==> src/verilog/mrd_pkg.sv <==
// shared types of the DFT frame memory
// RTL and testbench refer to these through mrd_pkg:: scoped names
package mrd_pkg;

	// interleaved RAM banks, sample n lives in bank n mod 7
	localparam int NUM_BANKS = 7;
	// factor digits carried in a configuration word
	localparam int NUM_FACTOR_SLOTS = 6;

	typedef logic signed [17:0] sample_t;
	typedef logic [11:0]        frame_idx_t;
	typedef logic [7:0]         bank_addr_t;
	typedef logic [2:0]         bank_idx_t;
	typedef logic [2:0]         factor_t;

	// element 0 is the least significant digit of the input index
	typedef factor_t [NUM_FACTOR_SLOTS-1:0] factors_t;

	typedef struct packed {
		sample_t re;
		sample_t im;
	} cplx_t;

	// frame length and radix factors, 1 marks an unused factor
	typedef struct packed {
		frame_idx_t dftpts;
		factors_t   factors;
	} mrd_cfg_t;

	typedef struct packed {
		logic  valid;
		logic  sop;
		cplx_t data;
	} mrd_in_t;

	typedef struct packed {
		logic  valid;
		logic  sop;
		logic  eop;
		cplx_t data;
	} mrd_out_t;

	// bank ports
	typedef struct packed {
		logic       en;
		bank_addr_t addr;
		cplx_t      data;
	} mrd_wr_t;

	typedef struct packed {
		logic       en;
		bank_addr_t addr;
	} mrd_rd_t;

endpackage

==> src/verilog/divider_7.sv <==
`timescale 1ns/1ps
// splits a frame index into bank word (div 7) and bank number (mod 7)
// purely combinational, multiply-shift estimate plus one correction
module divider_7 (
	input  mrd_pkg::frame_idx_t dividend,
	output mrd_pkg::bank_addr_t quotient,
	output mrd_pkg::bank_idx_t  remainder
);

	// 9362/2^16 is just under 1/7, estimate is q or q-1
	logic [25:0] prod;
	logic [9:0]  q_est;
	logic [11:0] q_x7;
	logic [11:0] r_est;
	logic [11:0] r_fix;

	always_comb
	begin
		prod  = dividend * 14'd9362;
		q_est = prod[25:16];
		q_x7  = ({2'b00, q_est} << 3) - {2'b00, q_est};
		r_est = dividend - q_x7;
		r_fix = r_est - 12'd7;

		// estimate one short, remainder still 7 or more
		if (r_est >= 12'd7)
		begin
			quotient  = q_est[7:0] + 8'd1;
			remainder = r_fix[2:0];
		end
		else
		begin
			quotient  = q_est[7:0];
			remainder = r_est[2:0];
		end
	end

endmodule

==> src/verilog/mrd_sink.sv <==
`timescale 1ns/1ps
// writes input sample n to bank n mod 7 at word n div 7
// two edges after it is presented, then hands the frame on
module mrd_sink #(
	parameter int BANK_DEPTH  = 256,
	parameter int MAX_FACTORS = 6
) (
	input  logic              clk,
	input  logic              rst_n,
	input  mrd_pkg::mrd_in_t  in_data,
	input  mrd_pkg::mrd_cfg_t cfg,
	input  logic              src_busy,
	output mrd_pkg::mrd_wr_t  wr [mrd_pkg::NUM_BANKS],
	output logic              frame_done,
	output mrd_pkg::mrd_cfg_t frame_cfg,
	output logic              sink_busy
);

	localparam mrd_pkg::frame_idx_t IDX_LIMIT =
		mrd_pkg::frame_idx_t'(mrd_pkg::NUM_BANKS * BANK_DEPTH);

	typedef enum logic [1:0] {
		S_IDLE,
		S_FILL,
		S_DRAIN,
		S_DONE
	} sink_state_t;

	sink_state_t         state;
	logic                accept;
	logic                take;
	logic                v1;
	logic                v2;
	mrd_pkg::frame_idx_t idx_r;
	mrd_pkg::cplx_t      d1;
	mrd_pkg::cplx_t      d2;
	mrd_pkg::bank_addr_t q_nxt;
	mrd_pkg::bank_addr_t q_r;
	mrd_pkg::bank_idx_t  r_nxt;
	mrd_pkg::bank_idx_t  r_r;

	// new frame only when both sides are idle
	assign accept = in_data.valid & in_data.sop & (state == S_IDLE) & ~src_busy;
	assign take   = (state == S_FILL) & in_data.valid;

	//----------------------------------------------------------
	// frame control
	//----------------------------------------------------------
	always_ff @(posedge clk)
	begin
		if (!rst_n)
			state <= S_IDLE;
		else
		begin
			case (state)
			S_IDLE:
				if (accept)
					state <= S_FILL;
			S_FILL:
				if (!in_data.valid)
					state <= S_DRAIN;
			// last sample is in the write stage
			S_DRAIN:
				state <= S_DONE;
			default:
				state <= S_IDLE;
			endcase
		end
	end

	assign frame_done = (state == S_DONE);
	assign sink_busy  = (state != S_IDLE);

	always_ff @(posedge clk)
	begin
		if (!rst_n)
			frame_cfg <= '0;
		else if (accept)
		begin
			frame_cfg.dftpts <= cfg.dftpts;
			for (int i = 0; i < mrd_pkg::NUM_FACTOR_SLOTS; i++)
				frame_cfg.factors[i] <= (i < MAX_FACTORS) ? cfg.factors[i] : 3'd1;
		end
	end

	//----------------------------------------------------------
	// write pipeline
	//----------------------------------------------------------
	always_ff @(posedge clk)
	begin
		if (!rst_n)
		begin
			v1    <= 1'b0;
			v2    <= 1'b0;
			idx_r <= '0;
		end
		else
		begin
			v1 <= accept | take;
			// indices past the bank space are dropped
			v2 <= v1 & (idx_r < IDX_LIMIT);
			if (accept)
				idx_r <= '0;
			else if (take)
				idx_r <= idx_r + 1'b1;
		end
	end

	always_ff @(posedge clk)
	begin
		d1  <= in_data.data;
		d2  <= d1;
		q_r <= q_nxt;
		r_r <= r_nxt;
	end

	divider_7 div_inst (
		.dividend  (idx_r),
		.quotient  (q_nxt),
		.remainder (r_nxt)
	);

	// one-hot bank select
	always_comb
	begin
		for (int b = 0; b < mrd_pkg::NUM_BANKS; b++)
		begin
			wr[b].en   = v2 & (r_r == mrd_pkg::bank_idx_t'(b));
			wr[b].addr = q_r;
			wr[b].data = d2;
		end
	end

endmodule

==> config.mk <==
export PLATFORM = sky130hd
export DESIGN_NAME = mrd_sink
export DESIGN_NICKNAME = d
export VERILOG_FILES = /design/src/verilog/mrd_pkg.sv /design/src/verilog/divider_7.sv /design/src/verilog/mrd_sink.sv
export SDC_FILE = /design/constraint.sdc
export NUM_CORES = 1
export LEC_CHECK = 0
export ABC_AREA = 1
export BUFFER_PORTS_ARGS = -buffer_cell sky130_fd_sc_hd__buf_2
export CORE_AREA = 2 2 160 162
export DETAILED_ROUTE_END_ITERATION = 12
export DIE_AREA = 0 0 162 164
export HOLD_SLACK_MARGIN = 0.15
export PLACE_DENSITY_LB_ADDON = 0.1
export SETUP_SLACK_MARGIN = 0.15
export SLEW_MARGIN = 30
export SYNTH_ARGS = -nofsm -noshare
export SYNTH_HDL_FRONTEND = slang
export SYNTH_SLANG_ARGS = --single-unit
export TNS_END_PERCENT = 100
==> constraint.sdc <==
create_clock -name clk -period 7.6 [get_ports clk]
set_input_delay 0.76 -clock clk [delete_from_list [all_inputs] [get_ports clk]]
set_output_delay 0.76 -clock clk [all_outputs]
set_load 0.005 [all_outputs]
==> key figures <==
Synthesis
  • Top FF cell, synth: dfxtp_1
  • Post-Syn Area: 8620 sq um
  • Post-synth top cells: buf_4 (264), nand2_1 (172), dfxtp_1 (129)
  • Syn_nets: 1,244
  • Area leader, netlist: dfxtp_1
  • Yosys reg bits: 129
  • Asr flop ratio synth: 0%
  • Yosys warns: 0
  • Number of enable flip-flop cells after synthesis: 0
  • Area share of the largest cell type after synthesis: 30.0%
  • Dominant cells by area after synthesis: dfxtp_1 (30%), buf_4 (23%), ha_1 (12%)
  • Avg Cell Area, Syn: 7.98 sq um
  • Top-count cell post-synth: buf_4
  • Post-synthesis cell count: 1,080
  • Register area share after synthesis: 30.0%
  • Unique masters post-synth: 39

Worst hold path
  • Hold Crit Depth: 0
  • Hold Crit Start: d1[3]
  • Worst Hold Class: flop to flop
  • Hold worst-path end: wr[3]

Global route
  • Vias in the first global route: 5,940
  • Met2 GRT Util: 27.2%
  • First-pass GRT wire length: 34,900 um
  • Met3 Use GR: 9.60%
  • GR Overflow Total: 0
  • Largest net degree at the start of global routing: 33
  • Antenna violations before repair: 1
  • GRT Max-Usage Layer: met2
  • Met1 usage: 21.8%
  • Gr usage total: 17.8%

Die
  • Core Area: 24,800 sq um
  • Die height: 164 um
  • Initial core utilization: 34.7%
  • DIE AREA: 26,600 sq um
  • I/O pins: 418
  • Die W: 162 um
  • # rows: 58

CTS
  • Num CTS Buffers: 17
  • H-Tree Level Count: 4
  • Worst-case clock buffer depth: 2
  • Reg clk slew, reported paths: 0.06 ns
  • Sinks on Clock Net: 129
  • Root buf cell: clkbuf_16
  • CTS tree: yes
  • Hold-fix buffers, CTS: 0
  • Post-CTS Setup Bufs: 0
  • Clock Latency Late Sink: 0.42 ns
  • Number of gates resized after cts: 0

Worst setup path
  • Family with the most delay on the worst path: adder cells
  • Crit Reg-Reg Startpoint: idx_r[10]
  • Most numerous cell on the critical path: nand2_1
  • Critical path's slowest cell: fa_1
  • Critical path peak fanout: 19
  • FF-to-FF setup slack: 1.46 ns
  • Reg2Reg Depth: 29
  • Startpoint types: flop
  • Worst Path Class, Setup: flop to flop
  • Buffers and inverters on the worst path: 5
  • R2R Path End: q_r[3]
  • CP endpoint kind: flop
  • Largest stage delay, worst path: 0.60 ns
  • CP required: 7.91 ns
  • Arrival time at the worst endpoint: 6.44 ns

Place
  • IO buf count: 417
  • Post-placement cell area: 9080 sq um
  • Post-detail-place hpwl: 20,800 um
  • Placer congestion estimate: 0.852
  • Pre-CTS worst setup slack: 1.46 ns

STA
  • RSZ-0062 raised after global routing: false
  • Worst Skew: 0.0164 ns
  • Actual transition at the worst max-transition pin: 0.561 ns
  • Fin. Hold Viols: 0
  • Fmax: 0.163 GHz
  • Max-slew violation count: 0
  • Max-slew headroom: 62.5%
  • Final worst-path cycle share: 80.7%
  • Setup_tns: 0 ns
  • Min Clock Period, post-route: 6.14 ns
  • Final worst slack: 1.46 ns
  • Hold WS: 0.317 ns
  • Final setup vio count: 0

Routing
  • Total number of vias: 6,795
  • DR iter-0 viols: 250
  • Drt wl/cell: 15.8 um
  • Vias per inst: 4.29
  • Final WL: 25,100 um
  • DRT Pass-1 Iters: 8
  • Remaining DRCs: 0
  • Post-route antenna net violation count: 0

Power
  • Comb power frac: 14.7%
  • P per Cell Area: 193 nW/um^2
  • Pint: 0.00134 W
  • Psw: 0.000530 W
  • Max IR drop VDD: 0.000130 V
  • Reg power frac: 41.2%
  • Leak Pwr: 5.61 nW
  • Switching share of power: 28.3%
  • Clock share of power: 44.1%

Run status
  • Status: finished, final reports clean

Final layout
  • Post-route cell area: 9680 sq um
  • Layout cell share with drive strength beyond 1: 40.0%
  • Number of fill cells: 2,652
  • Area growth syn-to-layout: 12.3%
  • NumNets Final: 1,405

Flow run
  • Max-cap viol count: 0
## cells by family after synthesis
| logic type | synth area share (%) |
|---|---|
| fa+ha+maj | 14.5 |
| simple gates | 19.1 |
| buf+inv | 28.0 |
| flops | 30.0 |
| compound gates | 6.56 |
| xor+xnor | 1.93 |
## power groups by stage
stage | clock network, W | registers [W] | logic, W
floorplan | 0 | 0.000778 | 0.000221
global placement | 0 | 0.000785 | 0.000280
detailed placement | 0 | 0.000786 | 0.000278
CTS | 0.000857 | 0.000772 | 0.000280
global route | 0.000882 | 0.000779 | 0.000313
finish | 0.000826 | 0.000771 | 0.000275
## state kept, by name, indices dropped and copies added, names as in the netlist
signal	cells
idx_r	12
frame_cfg	30
v2	1
wr	36
r_r	3
state	2
q_r	8
d1	36
v1	1
## worst reg2reg max path: cells and delay by family, from the launching register on
kind | cells | cell delay, ns
AND/OR/NAND/NOR | 13 | 1.70
adder cells (fa/ha/maj) | 7 | 2.96
flip-flops | 1 | 0.48
AO/OA/AOI/OAI | 4 | 0.59
buffers and inverters | 5 | 0.28
## layout make-up
type | instances | area (sq um) | share of cell area (%)
antenna | 1 | 2.50 | 0.0259
clock buffer | 18 | 439 | 4.54
clock inverter | 14 | 153 | 1.58
inverter | 98 | 368 | 3.80
multi-input combinational | 577 | 3620 | 37.4
sequential | 129 | 2580 | 26.7
tap | 330 | 413 | 4.27
timing repair buffer | 418 | 2090 | 21.6
## stage by stage
stage | cells | util [%] | total power (W)
global route | 1585 | 39.0 | 0.00197
finish | 1585 | 39.0 | 0.00187
floorplan | 1080 | - | 0.000998
global placement | 1552 | 36.6 | 0.00107
CTS | 1584 | 39.0 | 0.00191
detailed placement | 1552 | 36.6 | 0.00106
## layer usage
layer	part of all wire, %	up-vias
li1	-	3478
met4	1.1	0
met2	45	223
met1	43	3079
met5	0	-
met3	11	15
## worst max path at each step
stage | start | endpoint | slack (ns) | cells past startpoint
after floorplan | idx_r[10] | q_r[0] | 2.14 | 30
after global placement | idx_r[10] | r_r[0] | 1.48 | 29
after detailed placement | idx_r[10] | q_r[3] | 1.46 | 29
after CTS | idx_r[10] | q_r[3] | 1.42 | 29
after global routing | idx_r[10] | q_r[3] | 1.04 | 30
final | idx_r[10] | q_r[3] | 1.46 | 29
## layout by cell type, fill, tap and decap left out, types with 6 or more instances in the layout
cell,synthesis,final
nand3_2,6,6
nand3_1,34,34
o21ai_0,39,39
o21ai_2,6,6
fa_1,11,11
inv_1,94,93
dfxtp_1,129,129
xor2_1,14,14
nand2_1,172,172
nor3_1,9,9
nand2_2,11,11
ha_1,82,82
nand4_1,11,11
clkbuf_16,0,17
a21oi_2,6,6
a21oi_1,28,28
buf_2,0,417
nor2_2,6,6
nor2_1,108,108
Note: power is estimated with default switching activity, not from simulation.
