==> config.mk <==
export PLATFORM = sky130hd
export DESIGN_NAME = mrd_source
export DESIGN_NICKNAME = d
export VERILOG_FILES = /design/src/verilog/mrd_pkg.sv /design/src/verilog/divider_7.sv /design/src/verilog/mrd_digit_rev_addr.sv /design/src/verilog/mrd_source.sv
export SDC_FILE = /design/constraint.sdc
export NUM_CORES = 1
export LEC_CHECK = 0
export ABC_AREA = 1
export BUFFER_PORTS_ARGS = -buffer_cell sky130_fd_sc_hd__buf_2
export CAP_MARGIN = 20
export CORE_MARGIN = 1
export CORE_UTILIZATION = 57
export CTS_CLUSTER_DIAMETER = 100
export DETAILED_ROUTE_END_ITERATION = 6
export GPL_TIMING_DRIVEN = 0
export PLACE_DENSITY_LB_ADDON = 0.25
export REMOVE_ABC_BUFFERS = 1
export SYNTH_ARGS = -nofsm -noshare
export SYNTH_HDL_FRONTEND = slang
export SYNTH_SLANG_ARGS = --single-unit
==> constraint.sdc <==
create_clock -name clk -period 11.3 [get_ports clk]
set_clock_uncertainty 0.1 [all_clocks]
set_input_delay 1.13 -clock clk [delete_from_list [all_inputs] [get_ports clk]]
set_output_delay 1.13 -clock clk [all_outputs]
set_load 0.01 [all_outputs]
==> src/verilog/mrd_pkg.sv <==
// shared types of the DFT frame memory
// RTL and testbench refer to these through mrd_pkg:: scoped names
package mrd_pkg;

	// interleaved RAM banks, sample n lives in bank n mod 7
	localparam int NUM_BANKS = 7;
	// factor digits carried in a configuration word
	localparam int NUM_FACTOR_SLOTS = 6;

	typedef logic signed [17:0] sample_t;
	typedef logic [11:0]        frame_idx_t;
	typedef logic [7:0]         bank_addr_t;
	typedef logic [2:0]         bank_idx_t;
	typedef logic [2:0]         factor_t;

	// element 0 is the least significant digit of the input index
	typedef factor_t [NUM_FACTOR_SLOTS-1:0] factors_t;

	typedef struct packed {
		sample_t re;
		sample_t im;
	} cplx_t;

	// frame length and radix factors, 1 marks an unused factor
	typedef struct packed {
		frame_idx_t dftpts;
		factors_t   factors;
	} mrd_cfg_t;

	typedef struct packed {
		logic  valid;
		logic  sop;
		cplx_t data;
	} mrd_in_t;

	typedef struct packed {
		logic  valid;
		logic  sop;
		logic  eop;
		cplx_t data;
	} mrd_out_t;

	// bank ports
	typedef struct packed {
		logic       en;
		bank_addr_t addr;
		cplx_t      data;
	} mrd_wr_t;

	typedef struct packed {
		logic       en;
		bank_addr_t addr;
	} mrd_rd_t;

endpackage

==> src/verilog/divider_7.sv <==
`timescale 1ns/1ps
// splits a frame index into bank word (div 7) and bank number (mod 7)
// purely combinational, multiply-shift estimate plus one correction
module divider_7 (
	input  mrd_pkg::frame_idx_t dividend,
	output mrd_pkg::bank_addr_t quotient,
	output mrd_pkg::bank_idx_t  remainder
);

	// 9362/2^16 is just under 1/7, estimate is q or q-1
	logic [25:0] prod;
	logic [9:0]  q_est;
	logic [11:0] q_x7;
	logic [11:0] r_est;
	logic [11:0] r_fix;

	always_comb
	begin
		prod  = dividend * 14'd9362;
		q_est = prod[25:16];
		q_x7  = ({2'b00, q_est} << 3) - {2'b00, q_est};
		r_est = dividend - q_x7;
		r_fix = r_est - 12'd7;

		// estimate one short, remainder still 7 or more
		if (r_est >= 12'd7)
		begin
			quotient  = q_est[7:0] + 8'd1;
			remainder = r_fix[2:0];
		end
		else
		begin
			quotient  = q_est[7:0];
			remainder = r_est[2:0];
		end
	end

endmodule

==> src/verilog/mrd_digit_rev_addr.sv <==
`timescale 1ns/1ps
// mixed-radix digit-reversed index generator, one index per cycle
// factor 0 digit turns slowest, highest used factor fastest
module mrd_digit_rev_addr #(
	parameter int MAX_FACTORS = 6
) (
	input  logic                clk,
	input  logic                rst_n,
	input  logic                start,
	input  mrd_pkg::factors_t   factors,
	output mrd_pkg::frame_idx_t idx,
	output logic                last
);

	mrd_pkg::factor_t       digit      [MAX_FACTORS];
	mrd_pkg::frame_idx_t    stride     [MAX_FACTORS];
	mrd_pkg::frame_idx_t    stride_nxt [MAX_FACTORS];
	// digit times stride, kept per digit
	mrd_pkg::frame_idx_t    contrib    [MAX_FACTORS];
	logic [MAX_FACTORS-1:0] wrap;
	logic [MAX_FACTORS-1:0] step;

	// stride of digit j is the product of factors below j
	always_comb
	begin
		mrd_pkg::frame_idx_t run;
		run = 12'd1;
		for (int j = 0; j < MAX_FACTORS; j++)
		begin
			stride_nxt[j] = run;
			run = run * mrd_pkg::frame_idx_t'(factors[j]);
		end
	end

	// odometer carry chain, unused factors of 1 always pass the carry
	always_comb
	begin
		logic carry;
		carry = 1'b1;
		for (int j = MAX_FACTORS - 1; j >= 0; j--)
		begin
			wrap[j] = ({1'b0, digit[j]} + 4'd1) >= {1'b0, factors[j]};
			step[j] = carry;
			carry   = carry & wrap[j];
		end
	end

	// every digit at its top value
	assign last = &wrap;

	always_ff @(posedge clk)
	begin
		if (!rst_n)
		begin
			for (int j = 0; j < MAX_FACTORS; j++)
			begin
				digit[j]   <= '0;
				contrib[j] <= '0;
				stride[j]  <= '0;
			end
		end
		else if (start)
		begin
			for (int j = 0; j < MAX_FACTORS; j++)
			begin
				digit[j]   <= '0;
				contrib[j] <= '0;
				stride[j]  <= stride_nxt[j];
			end
		end
		else
		begin
			for (int j = 0; j < MAX_FACTORS; j++)
			begin
				if (step[j] & wrap[j])
				begin
					digit[j]   <= '0;
					contrib[j] <= '0;
				end
				else if (step[j])
				begin
					digit[j]   <= digit[j] + 1'b1;
					contrib[j] <= contrib[j] + stride[j];
				end
			end
		end
	end

	always_comb
	begin
		idx = '0;
		for (int j = 0; j < MAX_FACTORS; j++)
			idx = idx + contrib[j];
	end

endmodule

==> src/verilog/mrd_source.sv <==
`timescale 1ns/1ps
// output side: reads the held frame in digit-reversed order
// sop three cycles after frame_done, then dftpts contiguous samples
module mrd_source #(
	parameter int BANK_DEPTH  = 256,
	parameter int MAX_FACTORS = 6
) (
	input  logic              clk,
	input  logic              rst_n,
	input  logic              frame_done,
	input  mrd_pkg::mrd_cfg_t frame_cfg,
	input  mrd_pkg::cplx_t    rdata [mrd_pkg::NUM_BANKS],
	output mrd_pkg::mrd_rd_t  rd [mrd_pkg::NUM_BANKS],
	output mrd_pkg::mrd_out_t out_data,
	output logic              src_busy
);

	localparam mrd_pkg::frame_idx_t IDX_LIMIT =
		mrd_pkg::frame_idx_t'(mrd_pkg::NUM_BANKS * BANK_DEPTH);

	logic                reading;
	logic                first_rd;
	logic                rd_ok;
	mrd_pkg::frame_idx_t gen_idx;
	logic                gen_last;
	mrd_pkg::bank_addr_t rd_addr;
	mrd_pkg::bank_idx_t  rd_bank;
	// read in flight
	logic                rd_v_r;
	logic                rd_sop_r;
	logic                rd_eop_r;
	mrd_pkg::bank_idx_t  bank_r;
	// output register
	logic                out_valid;
	logic                out_sop;
	logic                out_eop;
	mrd_pkg::cplx_t      out_dat;

	mrd_digit_rev_addr #(
		.MAX_FACTORS (MAX_FACTORS)
	) addr_gen_inst (
		.clk     (clk),
		.rst_n   (rst_n),
		.start   (frame_done),
		.factors (frame_cfg.factors),
		.idx     (gen_idx),
		.last    (gen_last)
	);

	divider_7 div_inst (
		.dividend  (gen_idx),
		.quotient  (rd_addr),
		.remainder (rd_bank)
	);

	assign rd_ok = gen_idx < IDX_LIMIT;

	always_comb
	begin
		for (int b = 0; b < mrd_pkg::NUM_BANKS; b++)
		begin
			rd[b].en   = reading & rd_ok & (rd_bank == mrd_pkg::bank_idx_t'(b));
			rd[b].addr = rd_addr;
		end
	end

	//----------------------------------------------------------
	// read and output control
	//----------------------------------------------------------
	always_ff @(posedge clk)
	begin
		if (!rst_n)
		begin
			reading   <= 1'b0;
			first_rd  <= 1'b0;
			src_busy  <= 1'b0;
			rd_v_r    <= 1'b0;
			rd_sop_r  <= 1'b0;
			rd_eop_r  <= 1'b0;
			out_valid <= 1'b0;
			out_sop   <= 1'b0;
			out_eop   <= 1'b0;
		end
		else
		begin
			first_rd <= frame_done;
			if (frame_done)
				reading <= 1'b1;
			else if (gen_last)
				reading <= 1'b0;

			// held until the cycle after eop
			if (frame_done)
				src_busy <= 1'b1;
			else if (out_eop)
				src_busy <= 1'b0;

			rd_v_r    <= reading;
			rd_sop_r  <= first_rd;
			rd_eop_r  <= reading & gen_last;
			out_valid <= rd_v_r;
			out_sop   <= rd_sop_r;
			out_eop   <= rd_eop_r;
		end
	end

	// bank number follows its read, picks the returning word
	always_ff @(posedge clk)
	begin
		bank_r  <= rd_bank;
		out_dat <= rdata[bank_r];
	end

	assign out_data = '{valid: out_valid, sop: out_sop, eop: out_eop, data: out_dat};

endmodule

==> results.md <==
- Pin count of the biggest net entering global routing: 97
- Max-cap viol count: 0
- Post-CTS Hold Buffers: 0
- PortBufs: 375
- # H-tree levels: 4
- HP Class: reg -> reg
- CTS max path bufs: 2
- Die Area: 0.0318 mm^2
- Most common cell after layout, fill and taps aside: inv_1
- Initial core utilization: 0.580
- Clk_lat worst skew: 0.45 ns
- Slew @ Worst Pin: 0.977 ns
- CP peak stage delay: 0.55 ns
- Place WS: -0.727 ns
- Num CTS Buffers: 17
- Final core utilization: 0.691
- Fill cell count: 2476
- Final Wtd Congestion: 0.955
- WP data required: 10.07 ns
- Setup Crit Path Kind: reg -> out
- Yosys reg bits: 181
- Leading area contributor after synthesis: edfxtp_1
- Buf/Inv on CP: 13
- Crit end category: output pin
- CORE AREA: 0.0306 mm^2
- # IOs: 388
- Outcome: finished clean
- Via density: 5.39
- Max Freq: 91.2 MHz
- Worst Hold Depth: 2
- Final ANT Viol Nets: 0
- DR pass1 iterations: 6
- Final setup fails: 0
- Clock root buffer: clkbuf_16
- Min-Delay Endpoint: out_eop$_SDFF_PN0_
- Final worst-path cycle share: 0.971
- Yosys top cell area share: 0.223
- Row count: 64
- Crit path max-delay family: adder cells
- Synth cell types: 45
- Total negative slack: 0 ns
- CP max stage cell: fa_1
- Area grow syn2layout: 19.2%
- Via count: 16.7k
- Mapped cell area: 0.0177 mm^2
- Ranking of synthesized cells by area: edfxtp_1, ha_1, fa_1
- Most frequent cells in the layout: inv_1, nor2_1, buf_2, nand2_1, ha_1
- Routed wire length: 49900 um
- Hold Startpoint: rd_eop_r$_SDFF_PN0_
- Post-synth EDFFs: 132
- Largest fanout on the critical path: 7
- DIE HEIGHT: 178 um
- Relative slew slack: 0.349
- Clock transition at path regs: 0.07 ns
- Clock tree sinks: 181
- Worst reg-to-reg path cell count: 44
- First-pass GRT wire length: 75300 um
- Wire length per cell: 16.1 um
- CTS tree: yes
- Min Clock Period, post-route: 10.97 ns
- DRC viols: 0
- R2R setup slack: 2.11 ns
- Reg-to-reg critical path endpoint: bank_r[1]$_DFF_P_
- Fraction of registers with async set/reset: 0
- Initial antenna violation count: 13
- NumNets Final: 3248
- Share of cells above drive strength 1: 0.213
- Number of global-route vias before repair: 15.1k
- Initial drt markers: 1525
- R2r startpoint: addr_gen_inst.contrib[0][2]$_SDFFCE_PN0P_
- Overflow after GRT: 0
- CP dominant cell by count: inv_1
- DIE WIDTH: 178 um
- Syn avg cell area: 7.54 um^2
- PnR worst setup slack: 0.330 ns
- Final Hold Vio Count: 0
- Final Max Slew Viols: 0
- Synth warn: 0
- Sequential cell area fraction in the yosys report: 0.279
- CP Launch Type: register
- Mapped Cells: 2353
- Overall Global Routing Usage: 0.306
- HPWL Detailed: 39800 um
- Crit path DAT: 9.74 ns
- Ys flop type: edfxtp_1
registers in the layout, summed over array words and instances (netlist names), 3 cells and up:
signal	flops
addr_gen_inst.contrib	72
addr_gen_inst.stride	43
out_data	36
addr_gen_inst.digit	18
bank_r	3
area by class of cell:
class	instances	area, um^2	share of cell area
Antenna cell	3	7.51	0.000355
Clock buffer	19	464	0.0220
Clock inverter	13	146	0.00692
Inverter	445	1670	0.0791
Multi-Input combinational cell	1628	11100	0.526
Sequential cell	181	4950	0.234
Tap cell	396	495	0.0234
Timing Repair Buffer	415	2270	0.108
per-stage QoR:
| stage | instance area [um^2] | cells | hold slack [ns] |
|---|---|---|---|
| final | 21100 | 3100 | 0.316 |
| after floorplan | 17200 | 2253 | 0.290 |
| after detailed placement | 19700 | 3029 | 0.301 |
| after CTS | 20500 | 3073 | 0.318 |
| after global placement | 19500 | 3024 | 0.291 |
| after global routing | 21100 | 3099 | 0.347 |
kinds of logic after synthesis:
family	count (synthesis)	share of synthesized area
simple gates	897	0.208
buf+inv	559	0.130
compound gates	383	0.124
fa+ha+maj	275	0.231
flops	181	0.279
xor+xnor	57	0.0286
other cells	1	0.000211
tightest hold or removal path, stage by stage, from the launching register on:
cell and delay [ns]:
dfxtp_1 0.31, nand2_1 0.05, inv_1 0.04
metal layers:
| layer | vias to the layer above | global-route usage | part of all wire |
|---|---|---|---|
| met5 | - | 0 | 0.0025 |
| met3 | 104 | 0.0878 | 0.090 |
| li1 | 8214 | - | - |
| met1 | 7707 | 0.406 | 0.42 |
| met2 | 651 | 0.479 | 0.46 |
| met4 | 20 | 0.101 | 0.029 |
cells in the mapped netlist (47+ instances only):
cell and number:
inv_1 438, clkbuf_1 49, o21ai_0 145, nand3_1 112, a21oi_1 120, fa_1 87
a31oi_1 47, buf_4 52, ha_1 188, edfxtp_1 132, dfxtp_1 49, nand2_1 327
nor2_1 395
worst max path at each step:
stage | from | to | slack (ns) | cells after the start
after floorplan | addr_gen_inst.contrib[0][2]$_SDFFCE_PN0P_ | rd[10] | -0.06 | 41
after detailed placement | addr_gen_inst.contrib[0][2]$_SDFFCE_PN0P_ | rd[37] | -0.73 | 44
final | addr_gen_inst.contrib[0][2]$_SDFFCE_PN0P_ | rd[25] | 0.33 | 45
after global placement | addr_gen_inst.contrib[0][2]$_SDFFCE_PN0P_ | rd[1] | -0.57 | 44
after CTS | addr_gen_inst.contrib[0][6]$_SDFFCE_PN0P_ | rd[44] | 0.008 | 51
after global routing | addr_gen_inst.contrib[0][2]$_SDFFCE_PN0P_ | rd[26] | -0.19 | 49
repair_timing:
action,in CTS,in global routing
setup endpoints to repair,63,63
gates cloned,1,0
pin swaps,6,28
resized for setup,32,87
setup buffers,11,23
Power is left out: the tool's default activity adds up to more than one toggle a clock period on the data nets, which glitch-free logic cannot reach.
